==> config.mk <==
export PLATFORM = sky130hd
export DESIGN_NAME = sdrc_core
export DESIGN_NICKNAME = d
export VERILOG_FILES = /design/src/sdrc_pkg.sv /design/src/sdrc_req_gen.sv /design/src/sdrc_bank_ctl.sv /design/src/sdrc_init_rfsh.sv /design/src/sdrc_xfr_ctl.sv /design/src/sdrc_core.sv
export VERILOG_INCLUDE_DIRS = /design/src
export SDC_FILE = /design/constraint.sdc
export NUM_CORES = 1
export LEC_CHECK = 0
export BUFFER_PORTS_ARGS = -buffer_cell sky130_fd_sc_hd__buf_4
export CORE_MARGIN = 8
export CORE_UTILIZATION = 55
export CTS_BUF_LIST = sky130_fd_sc_hd__clkbuf_2 sky130_fd_sc_hd__clkbuf_4 sky130_fd_sc_hd__clkbuf_8
export DETAILED_ROUTE_END_ITERATION = 16
export PLACE_DENSITY_LB_ADDON = 0.08
export SYNTH_ARGS = -nofsm -noshare
export SYNTH_HDL_FRONTEND = slang
export SYNTH_SLANG_ARGS = --single-unit
==> constraint.sdc <==
create_clock -name clk -period 3.3 [get_ports clk]
set_input_delay 0.495 -clock clk [delete_from_list [all_inputs] [get_ports clk]]
set_output_delay 0.495 -clock clk [all_outputs]
set_load 0.005 [all_outputs]
==> src/sdrc_config.svh <==
`ifndef SDRC_CONFIG_SVH
`define SDRC_CONFIG_SVH

// --------------------
// Device geometry
`define SDR_DW          16   // Data width
`define SDR_BW          2    // Byte lanes
`define SDR_BA_W        2    // Bank address bits
`define SDR_ROW_W       12   // Row address bits
`define SDR_COL_W       8    // Column address bits
`define SDR_NBANK       4    // Banks per device

// --------------------
// Delays in clk cycles
`define SDR_TRCD        2    // ACT to RD/WR
`define SDR_TRP         2    // PRE to next command
`define SDR_TRFC        7    // REF to next command
`define SDR_TWR         2    // WR to next command
`define SDR_CAS         2    // Read latency at the pins

`define SDR_RFSH_PERIOD 390  // Cycles between refreshes
`define SDR_INIT_WAIT   100  // Power-up idle time
`define SDR_MODE_REG    12'h020  // BL1, sequential, CAS 2
`define SDR_A10         10   // Precharge-all select bit

// Commands as {cs_n, ras_n, cas_n, we_n}
`define CMD_NOP 4'b0111
`define CMD_ACT 4'b0011
`define CMD_RD  4'b0101
`define CMD_WR  4'b0100
`define CMD_PRE 4'b0010
`define CMD_REF 4'b0001
`define CMD_MRS 4'b0000

`endif

==> src/sdrc_pkg.sv <==
`default_nettype none

`include "sdrc_config.svh"

package sdrc_pkg;

  // Word address seen by the application, bank above row above column
  typedef logic [`SDR_BA_W+`SDR_ROW_W+`SDR_COL_W-1:0] app_addr_t;

  typedef logic [`SDR_DW-1:0]    sdr_data_t;  // One device word
  typedef logic [`SDR_BW-1:0]    sdr_mask_t;  // Byte masks, active low
  typedef logic [`SDR_BA_W-1:0]  bank_t;
  typedef logic [`SDR_ROW_W-1:0] row_t;
  typedef logic [`SDR_COL_W-1:0] col_t;
  typedef logic [`SDR_ROW_W-1:0] sdr_addr_t;  // Pin address
  typedef logic [3:0]            sdr_cmd_t;   // cs_n, ras_n, cas_n, we_n

  // --------------------
  // Init and refresh sequencer
  typedef enum logic [2:0] {
    INIT_WAIT, INIT_PRE, INIT_REF1, INIT_REF2, INIT_MRS, RUN_IDLE, RUN_REF
  } init_state_e;

  // Bank scheduler
  typedef enum logic [2:0] {
    BK_IDLE, BK_PRE, BK_ACT, BK_XFR, BK_CLOSE, BK_RFSH
  } bank_state_e;

endpackage

`default_nettype wire

==> src/sdrc_req_gen.sv <==
`timescale 1ns/10ps
`default_nettype none

`include "sdrc_config.svh"

module sdrc_req_gen import sdrc_pkg::*; (
  input  wire            clk,
  input  wire            arst_n,
  input  wire            app_req,        // Held until acked
  input  wire app_addr_t app_req_addr,
  input  wire            app_req_wr_n,   // 0 write, 1 read
  input  wire sdr_data_t app_wr_data,
  input  wire sdr_mask_t app_wr_en_n,
  input  wire            sdr_init_done,
  input  wire            b2r_ack,
  output logic           app_req_ack,
  output logic           r2b_req,
  output logic           r2b_write,
  output bank_t          r2b_ba,
  output row_t           r2b_row,
  output col_t           r2b_col,
  output sdr_data_t      r2b_wdata,
  output sdr_mask_t      r2b_mask
);

  logic req_free;  // Holding register empty or leaving now
  logic req_take;

  assign req_free = !r2b_req || b2r_ack;
  // Ack already high means this request was taken last cycle
  assign req_take = app_req && !app_req_ack && sdr_init_done && req_free;

  always_ff @(posedge clk or negedge arst_n) begin
    if (!arst_n) begin
      app_req_ack <= 1'b0;
      r2b_req     <= 1'b0;
    end else begin
      app_req_ack <= req_take;  // One-cycle pulse
      if (req_take) r2b_req <= 1'b1;
      else if (b2r_ack) r2b_req <= 1'b0;
    end
  end

  always_ff @(posedge clk) begin
    if (req_take) begin
      r2b_write                  <= !app_req_wr_n;
      {r2b_ba, r2b_row, r2b_col} <= app_req_addr;  // Bank, row, column split
      r2b_wdata                  <= app_wr_data;
      r2b_mask                   <= app_wr_en_n;
    end
  end

endmodule

`default_nettype wire

==> src/sdrc_bank_ctl.sv <==
`timescale 1ns/10ps
`default_nettype none

`include "sdrc_config.svh"

module sdrc_bank_ctl import sdrc_pkg::*; (
  input  wire            clk,
  input  wire            arst_n,
  input  wire            r2b_req,
  input  wire            r2b_write,
  input  wire bank_t     r2b_ba,
  input  wire row_t      r2b_row,
  input  wire col_t      r2b_col,
  input  wire sdr_data_t r2b_wdata,
  input  wire sdr_mask_t r2b_mask,
  input  wire            x2c_ready,
  input  wire            rfsh_req,
  output logic           b2r_ack,
  output logic           b2x_valid,
  output sdr_cmd_t       b2x_cmd,
  output bank_t          b2x_ba,
  output sdr_addr_t      b2x_addr,
  output sdr_data_t      b2x_wdata,
  output sdr_mask_t      b2x_mask,
  output logic           rfsh_gnt
);

  bank_state_e           state, state_nxt;
  logic [`SDR_NBANK-1:0] bank_open;               // Open flag per bank
  row_t                  open_row [`SDR_NBANK];   // Row held open per bank
  logic                  cur_write;
  row_t                  cur_row;
  col_t                  cur_col;
  logic                  page_hit;
  logic                  b2x_fire;

  assign page_hit = bank_open[r2b_ba] && (open_row[r2b_ba] == r2b_row);
  assign b2x_fire = b2x_valid && x2c_ready;
  assign b2r_ack  = (state == BK_IDLE) && r2b_req && !rfsh_req;  // Refresh wins
  assign rfsh_gnt = (state == BK_RFSH);

  always_comb begin
    state_nxt = state;
    b2x_valid = 1'b0;
    b2x_cmd   = `CMD_NOP;
    b2x_addr  = '0;
    case (state)
      BK_IDLE: begin
        if (rfsh_req) state_nxt = (|bank_open) ? BK_CLOSE : BK_RFSH;
        else if (r2b_req) begin
          if (page_hit) state_nxt = BK_XFR;
          else state_nxt = bank_open[r2b_ba] ? BK_PRE : BK_ACT;  // Miss or closed
        end
      end
      BK_PRE: begin
        b2x_valid = 1'b1;
        b2x_cmd   = `CMD_PRE;  // Single bank, A10 low
        if (b2x_fire) state_nxt = BK_ACT;
      end
      BK_ACT: begin
        b2x_valid = 1'b1;
        b2x_cmd   = `CMD_ACT;
        b2x_addr  = cur_row;
        if (b2x_fire) state_nxt = BK_XFR;
      end
      BK_XFR: begin
        b2x_valid = 1'b1;
        b2x_cmd   = cur_write ? `CMD_WR : `CMD_RD;
        b2x_addr  = sdr_addr_t'(cur_col);  // No auto-precharge
        if (b2x_fire) state_nxt = BK_IDLE;
      end
      BK_CLOSE: begin
        b2x_valid           = 1'b1;
        b2x_cmd             = `CMD_PRE;
        b2x_addr[`SDR_A10]  = 1'b1;  // All banks
        if (b2x_fire) state_nxt = BK_RFSH;
      end
      BK_RFSH: if (!rfsh_req) state_nxt = BK_IDLE;  // Hold grant until REF done
      default: state_nxt = BK_IDLE;
    endcase
  end

  always_ff @(posedge clk or negedge arst_n) begin
    if (!arst_n) begin
      state     <= BK_IDLE;
      bank_open <= '0;
    end else begin
      state <= state_nxt;
      if (b2x_fire && state == BK_PRE) bank_open[b2x_ba] <= 1'b0;
      if (b2x_fire && state == BK_ACT) bank_open[b2x_ba] <= 1'b1;
      if (b2x_fire && state == BK_CLOSE) bank_open <= '0;  // Table cleared
    end
  end

  // --------------------
  // Current access and row table
  always_ff @(posedge clk) begin
    if (b2r_ack) begin
      cur_write <= r2b_write;
      b2x_ba    <= r2b_ba;
      cur_row   <= r2b_row;
      cur_col   <= r2b_col;
      b2x_wdata <= r2b_wdata;
      b2x_mask  <= r2b_mask;
    end
    if (b2x_fire && state == BK_ACT) open_row[b2x_ba] <= cur_row;
  end

endmodule

`default_nettype wire

==> src/sdrc_init_rfsh.sv <==
`timescale 1ns/10ps
`default_nettype none

`include "sdrc_config.svh"

module sdrc_init_rfsh import sdrc_pkg::*; (
  input  wire       clk,
  input  wire       arst_n,
  input  wire       x2c_ready,
  input  wire       rfsh_gnt,
  output logic      i2x_valid,
  output sdr_cmd_t  i2x_cmd,
  output sdr_addr_t i2x_addr,
  output logic      rfsh_req,
  output logic      sdr_init_done
);

  localparam int TMR_W = $clog2(`SDR_RFSH_PERIOD);

  init_state_e      state;
  logic [TMR_W-1:0] tmr;       // Power-up wait, then refresh interval
  logic             i2x_fire;

  assign i2x_fire = i2x_valid && x2c_ready;

  always_comb begin
    i2x_valid = 1'b1;
    i2x_cmd   = `CMD_REF;
    i2x_addr  = '0;
    case (state)
      INIT_PRE: begin
        i2x_cmd            = `CMD_PRE;
        i2x_addr[`SDR_A10] = 1'b1;  // Precharge all
      end
      INIT_MRS: begin
        i2x_cmd  = `CMD_MRS;
        i2x_addr = `SDR_MODE_REG;
      end
      INIT_REF1, INIT_REF2, RUN_REF: i2x_cmd = `CMD_REF;
      default: begin                // Waiting or idle
        i2x_valid = 1'b0;
        i2x_cmd   = `CMD_NOP;
      end
    endcase
  end

  always_ff @(posedge clk or negedge arst_n) begin
    if (!arst_n) begin
      state         <= INIT_WAIT;
      tmr           <= '0;
      rfsh_req      <= 1'b0;
      sdr_init_done <= 1'b0;
    end else begin
      if (state == INIT_WAIT) begin
        if (tmr == TMR_W'(`SDR_INIT_WAIT - 1)) begin
          tmr   <= '0;
          state <= INIT_PRE;
        end else tmr <= tmr + 1'b1;
      end else if (sdr_init_done) begin
        if (tmr == TMR_W'(`SDR_RFSH_PERIOD - 1)) begin
          if (!rfsh_req) begin  // Stall at expiry while one is pending
            rfsh_req <= 1'b1;
            tmr      <= '0;
          end
        end else tmr <= tmr + 1'b1;
      end
      case (state)
        INIT_PRE:  if (i2x_fire) state <= INIT_REF1;
        INIT_REF1: if (i2x_fire) state <= INIT_REF2;
        INIT_REF2: if (i2x_fire) state <= INIT_MRS;
        INIT_MRS: if (i2x_fire) begin
          state         <= RUN_IDLE;
          sdr_init_done <= 1'b1;
        end
        RUN_IDLE: if (rfsh_req && rfsh_gnt) state <= RUN_REF;  // Banks closed
        RUN_REF: if (i2x_fire) begin
          rfsh_req <= 1'b0;       // Releases the grant
          state    <= RUN_IDLE;
        end
        default: ;
      endcase
    end
  end

endmodule

`default_nettype wire

==> src/sdrc_xfr_ctl.sv <==
`timescale 1ns/10ps
`default_nettype none

`include "sdrc_config.svh"

module sdrc_xfr_ctl import sdrc_pkg::*; (
  input  wire            clk,
  input  wire            arst_n,
  input  wire            b2x_valid,
  input  wire sdr_cmd_t  b2x_cmd,
  input  wire bank_t     b2x_ba,
  input  wire sdr_addr_t b2x_addr,
  input  wire sdr_data_t b2x_wdata,
  input  wire sdr_mask_t b2x_mask,
  input  wire            i2x_valid,
  input  wire sdr_cmd_t  i2x_cmd,
  input  wire sdr_addr_t i2x_addr,
  input  wire sdr_data_t sdr_din,
  output logic           x2c_ready,
  output logic           sdr_cke,
  output logic           sdr_cs_n,
  output logic           sdr_ras_n,
  output logic           sdr_cas_n,
  output logic           sdr_we_n,
  output bank_t          sdr_ba,
  output sdr_addr_t      sdr_addr,
  output sdr_mask_t      sdr_dqm,
  output sdr_data_t      sdr_dout,
  output sdr_mask_t      sdr_den_n,
  output sdr_data_t      app_rd_data,
  output logic           app_rd_valid
);

  localparam int SPC_W = $clog2(`SDR_TRFC + 1);

  sdr_cmd_t            cmd_sel;
  logic                cmd_fire;
  logic                pin_rd;    // RD on the pins this cycle
  logic [SPC_W-1:0]    spc_cnt;   // Cycles left before next issue
  logic [SPC_W-1:0]    spc_load;
  logic [`SDR_CAS-1:0] rd_sr;     // Reads in flight

  // Init/refresh and bank side are never valid together
  assign cmd_sel   = i2x_valid ? i2x_cmd : b2x_cmd;
  assign x2c_ready = (spc_cnt == '0);
  assign cmd_fire  = (i2x_valid || b2x_valid) && x2c_ready;
  assign sdr_cke   = 1'b1;  // No power-down
  assign pin_rd    = ({sdr_cs_n, sdr_ras_n, sdr_cas_n, sdr_we_n} == `CMD_RD);

  always_comb begin
    case (cmd_sel)
      `CMD_ACT: spc_load = SPC_W'(`SDR_TRCD - 1);
      `CMD_PRE: spc_load = SPC_W'(`SDR_TRP - 1);
      `CMD_REF: spc_load = SPC_W'(`SDR_TRFC - 1);
      `CMD_WR:  spc_load = SPC_W'(`SDR_TWR - 1);
      default:  spc_load = '0;  // RD and MRS
    endcase
  end

  // --------------------
  // Command pins and spacing
  always_ff @(posedge clk or negedge arst_n) begin
    if (!arst_n) begin
      spc_cnt                                  <= '0;
      {sdr_cs_n, sdr_ras_n, sdr_cas_n, sdr_we_n} <= `CMD_NOP;
      sdr_ba                                   <= '0;
      sdr_addr                                 <= '0;
      sdr_dqm                                  <= '1;
      sdr_den_n                                <= '1;
    end else begin
      if (cmd_fire) spc_cnt <= spc_load;
      else if (spc_cnt != '0) spc_cnt <= spc_cnt - 1'b1;
      {sdr_cs_n, sdr_ras_n, sdr_cas_n, sdr_we_n} <= cmd_fire ? cmd_sel : `CMD_NOP;
      if (cmd_fire) begin
        sdr_ba   <= i2x_valid ? bank_t'(0) : b2x_ba;
        sdr_addr <= i2x_valid ? i2x_addr : b2x_addr;
      end
      if (cmd_fire && cmd_sel == `CMD_WR) begin
        sdr_dqm   <= b2x_mask;  // Write byte enables
        sdr_den_n <= '0;
      end else begin
        sdr_dqm   <= (cmd_fire && cmd_sel == `CMD_RD) ? '0 : '1;
        sdr_den_n <= '1;
      end
    end
  end

  always_ff @(posedge clk) begin
    if (cmd_fire && cmd_sel == `CMD_WR) sdr_dout <= b2x_wdata;
  end

  // --------------------
  // Read return after CAS latency
  always_ff @(posedge clk or negedge arst_n) begin
    if (!arst_n) begin
      rd_sr        <= '0;
      app_rd_valid <= 1'b0;
    end else begin
      rd_sr        <= {rd_sr[`SDR_CAS-2:0], pin_rd};
      app_rd_valid <= rd_sr[`SDR_CAS-1];
    end
  end

  always_ff @(posedge clk) begin
    if (rd_sr[`SDR_CAS-1]) app_rd_data <= sdr_din;  // Sample din at latency
  end

endmodule

`default_nettype wire

==> src/sdrc_core.sv <==
`timescale 1ns/10ps
`default_nettype none

`include "sdrc_config.svh"

module sdrc_core import sdrc_pkg::*; (
  input  wire            clk,
  input  wire            arst_n,
  // --------------------
  // Application side
  input  wire            app_req,
  input  wire app_addr_t app_req_addr,
  input  wire            app_req_wr_n,
  input  wire sdr_data_t app_wr_data,
  input  wire sdr_mask_t app_wr_en_n,
  output logic           app_req_ack,
  output sdr_data_t      app_rd_data,
  output logic           app_rd_valid,
  output logic           sdr_init_done,
  // --------------------
  // SDRAM pins
  output logic           sdr_cke,
  output logic           sdr_cs_n,
  output logic           sdr_ras_n,
  output logic           sdr_cas_n,
  output logic           sdr_we_n,
  output bank_t          sdr_ba,
  output sdr_addr_t      sdr_addr,
  output sdr_mask_t      sdr_dqm,
  output sdr_data_t      sdr_dout,
  output sdr_mask_t      sdr_den_n,
  input  wire sdr_data_t sdr_din
);

  // Request holder to bank scheduler
  logic      r2b_req, r2b_write, b2r_ack;
  bank_t     r2b_ba;
  row_t      r2b_row;
  col_t      r2b_col;
  sdr_data_t r2b_wdata;
  sdr_mask_t r2b_mask;

  // Commands toward the pins
  logic      b2x_valid, i2x_valid, x2c_ready;
  sdr_cmd_t  b2x_cmd, i2x_cmd;
  bank_t     b2x_ba;
  sdr_addr_t b2x_addr, i2x_addr;
  sdr_data_t b2x_wdata;
  sdr_mask_t b2x_mask;
  logic      rfsh_req, rfsh_gnt;  // Refresh handshake

  sdrc_req_gen   u_req_gen   (.*);
  sdrc_bank_ctl  u_bank_ctl  (.*);
  sdrc_init_rfsh u_init_rfsh (.*);
  sdrc_xfr_ctl   u_xfr_ctl   (.*);

endmodule

`default_nettype wire

==> results.tsv <==
stage	metric	value	unit
worst_setup_path	reg2regPathDepth	5	
die	dieArea	0.0186	mm^2
grt	antenna_found_initial	0	
run	cap_violations	0	
outcome	status	complete, no violations	
sta	setup_tns	0	ps
sta	finalHoldViolCount	0	
clock_tree	ctsResizeCount	0	
synthesis	ys_types	69	
synthesis	syn_nets	550	
synthesis	synth_edf_count	162	
grt	grt_pass1_vias	4741	
power	swShare	0.196	
grt	track_usage	0.176	
placement	portBuffers	115	
synthesis	synth.area.top_cells	edfxtp_1, dfrtp_1, mux4_2	
finish	area_growth	23.0	%
sta	setup_viol	0	
die	core	0.0144	mm^2
finish	nets	697	
clock_tree	numClockSinks	213	
power	total_power	5.31	mW
clock_tree	clkLatencyLatePin	510	ps
worst_hold_path	min_path_type	primary input to async pin	
worst_setup_path	cp-startpoint	u_bank_ctl.state[1]	
routing	via_count	4580	
synthesis	yosys_register_bits	213	
finish	diodes	0	
synthesis	synthDominantCellAreaShare	0.609	
power	powerDensity	541	mW/mm^2
power	clkPwrFrac	0.447	
routing	drtAntennaViolNets	0	
worst_setup_path	start_kind	register	
sta	drv_slew	0	
finish	final_cell_mix	edfxtp_1, buf_4, nand2_1	
routing	avgRoutedWirePerCell	18.8	um
routing	wirelength	15900	um
sta	fmax	386	MHz
worst_setup_path	cp_slowest_cell	dfrtp_1	
routing	drt-initial-drc-count	345	
worst_setup_path	cp_data_arrival_time	2740	ps
power	seq_power_share	0.540	
sta	hold_ws	4.78	ps
sta	min_period	2590	ps
grt	grt_start_max_net_pins	50	
routing	avgViaCountPerCell	5.43	
power	ir_drop	0.000352	V
routing	dr.pass1.iters	5	
worst_setup_path	cp.depth	5	
worst_setup_path	cp.required	3440	ps
clock_tree	cts_made_buffers	36	
synthesis	async_flop_share	0.230	
worst_setup_path	crit_chain	nor2_1 > xnor2_2 > o21a_1 > nand3_1 > inv_1	
worst_setup_path	cpPeakStageDelay	680	ps
clock_tree	clkTransAtPathRegs	60	ps
finish	fin_util	0.683	
power	p_sw	1.04	mW
power	power.share.combinational	0.012	
die	initial_utilization	0.555	
synthesis	synth_area	0.00798	mm^2
worst_setup_path	reg2reg_setup_slack	710	ps
worst_setup_path	critPathCapture	u_xfr_ctl.sdr_dout[13]	
synthesis	synthCells	486	
worst_setup_path	crit-reg2reg-launch	u_bank_ctl.state[1]	
worst_setup_path	cp_max_fo	17	
finish	layout-drive-gt1-share	0.327	
synthesis	ys.flop_type	edfxtp_1	
synthesis	syn_area_per_cell	16.4	um^2
routing	drc	0	
die	die_h	136	um
finish	layout_commonest_cell	edfxtp_1	
clock_tree	cts-root-buf	clkbuf_8	
die	core.rowCount	44	
sta	skew	23.7	ps
worst_setup_path	path_buf_inv	1	
placement	finalWeightedCongestion	0.920	
clock_tree	cts-hold-fix-buffers	0	
sta	rsz0062_at_grt	false	
synthesis	yosys_warnings	0	
power	p_int	4.27	mW
sta	relSlewSlack	0.555	
grt	grt_first_pass_wirelength	25100	um
worst_setup_path	worstSetupEndpointType	register	
power	p_leak	3.72	nW
die	dieWidth	136	um
synthesis	synth_seq_area_share	0.769	
sta	worst_pin_slew	668	ps
clock_tree	cts_tree	built	
clock_tree	clk_path_buf_depth	3	
sta	finalCritPeriodShare	0.786	
placement	hpwl	10800	um
worst_setup_path	critPathTopFamily	flip-flops	
clock_tree	post_cts_buffers	0	
clock_tree	clock_tree.htree_level_count	2	
die	ios	118	
synthesis	post-synth-top-area-cell	edfxtp_1	
worst_setup_path	crit_type	register to register	
worst_setup_path	reg2reg_to	u_xfr_ctl.sdr_dout[13]	
grt	gr-total-overflow	0	
## layout make-up
type,count,area [um^2]
Clock buffer,50,607
Clock inverter,15,129
Fill cell,983,4550
Inverter,16,60.1
Multi-Input combinational cell,240,1680
Sequential cell,213,6140
Tap cell,184,230
Timing Repair Buffer,126,971
## logic make-up (layout without fill, tap and decap cells)
group,Yosys count,after routing,share of synthesized area
DFF,213,213,0.769
and+or+nand+nor,125,125,0.0771
AOI/OAI and AO/OA,73,73,0.0622
buffers and inverters,33,207,0.0205
muxes,18,18,0.0430
xor gates and xnor gates,17,17,0.0196
adders and majority gates,5,5,0.00752
other,2,2,0.000941
## sequential cells by signal (all words and copies together) (netlist names), 12 cells and up, named ones only
name / count
u_req_gen.r2b_wdata: 16
u_bank_ctl.b2x_wdata: 16
u_bank_ctl.cur_row: 12
u_xfr_ctl.sdr_dout: 16
u_req_gen.r2b_row: 12
u_xfr_ctl.app_rd_data: 16
u_xfr_ctl.sdr_addr: 12
u_bank_ctl.open_row: 48
## worst min-delay path by stage
stage	startpoint	end	slack (ps)	cells after the start
2_1_floorplan	arst_n	u_bank_ctl.bank_open[0]	200	0
3_3_place_gp	u_xfr_ctl.rd_sr[0]	u_xfr_ctl.rd_sr[1]	340	0
3_5_place_dp	u_xfr_ctl.rd_sr[0]	u_xfr_ctl.rd_sr[1]	340	0
4_1_cts	arst_n	u_init_rfsh.tmr[8]	7	1
5_1_grt	arst_n	u_init_rfsh.tmr[1]	40	1
6_report	arst_n	u_init_rfsh.tmr[1]	5	1
## cell usage after synthesis, types with 3 or more instances
master / instances
buf_4: 5
nand2_1: 46
mux4_2: 13
nor2_1: 28
or3_1: 3
a221oi_1: 4
nand2b_1: 6
buf_2: 5
nor4_1: 4
nand3_1: 9
o21a_1: 3
inv_1: 14
edfxtp_1: 162
a21o_1: 4
clkbuf_1: 3
dfrtp_1: 43
o21ai_0: 25
ha_1: 4
xor2_1: 15
dfstp_2: 6
nor3_1: 8
o31ai_1: 3
mux2i_1: 5
a21oi_1: 7
## layer usage
layer | routed length [um] | global-route usage
met1 | 6950 | 0.236
met2 | 7170 | 0.261
met3 | 1450 | 0.0591
met4 | 340 | 0.0689
met5 | 0 | 0
## power groups by stage
stage / logic [mW] / registers (mW) / clock network [mW]
floorplan: 0.00244 / 2.92 / 0
global placement: 0.0649 / 2.92 / 0
detailed placement: 0.0678 / 2.92 / 0
CTS: 0.0680 / 2.87 / 2.44
global route: 0.0729 / 2.86 / 2.56
finish: 0.0664 / 2.87 / 2.37
## metrics by stage
step	area, um^2	worst slack (ps)	std cells
2_1_floorplan	7980	851	486
3_3_place_gp	9080	885	779
3_5_place_dp	9080	741	779
4_1_cts	9810	708	844
5_1_grt	9810	479	844
6_report	9810	707	844
No activity file was read; power rests on OpenSTA's default activity.
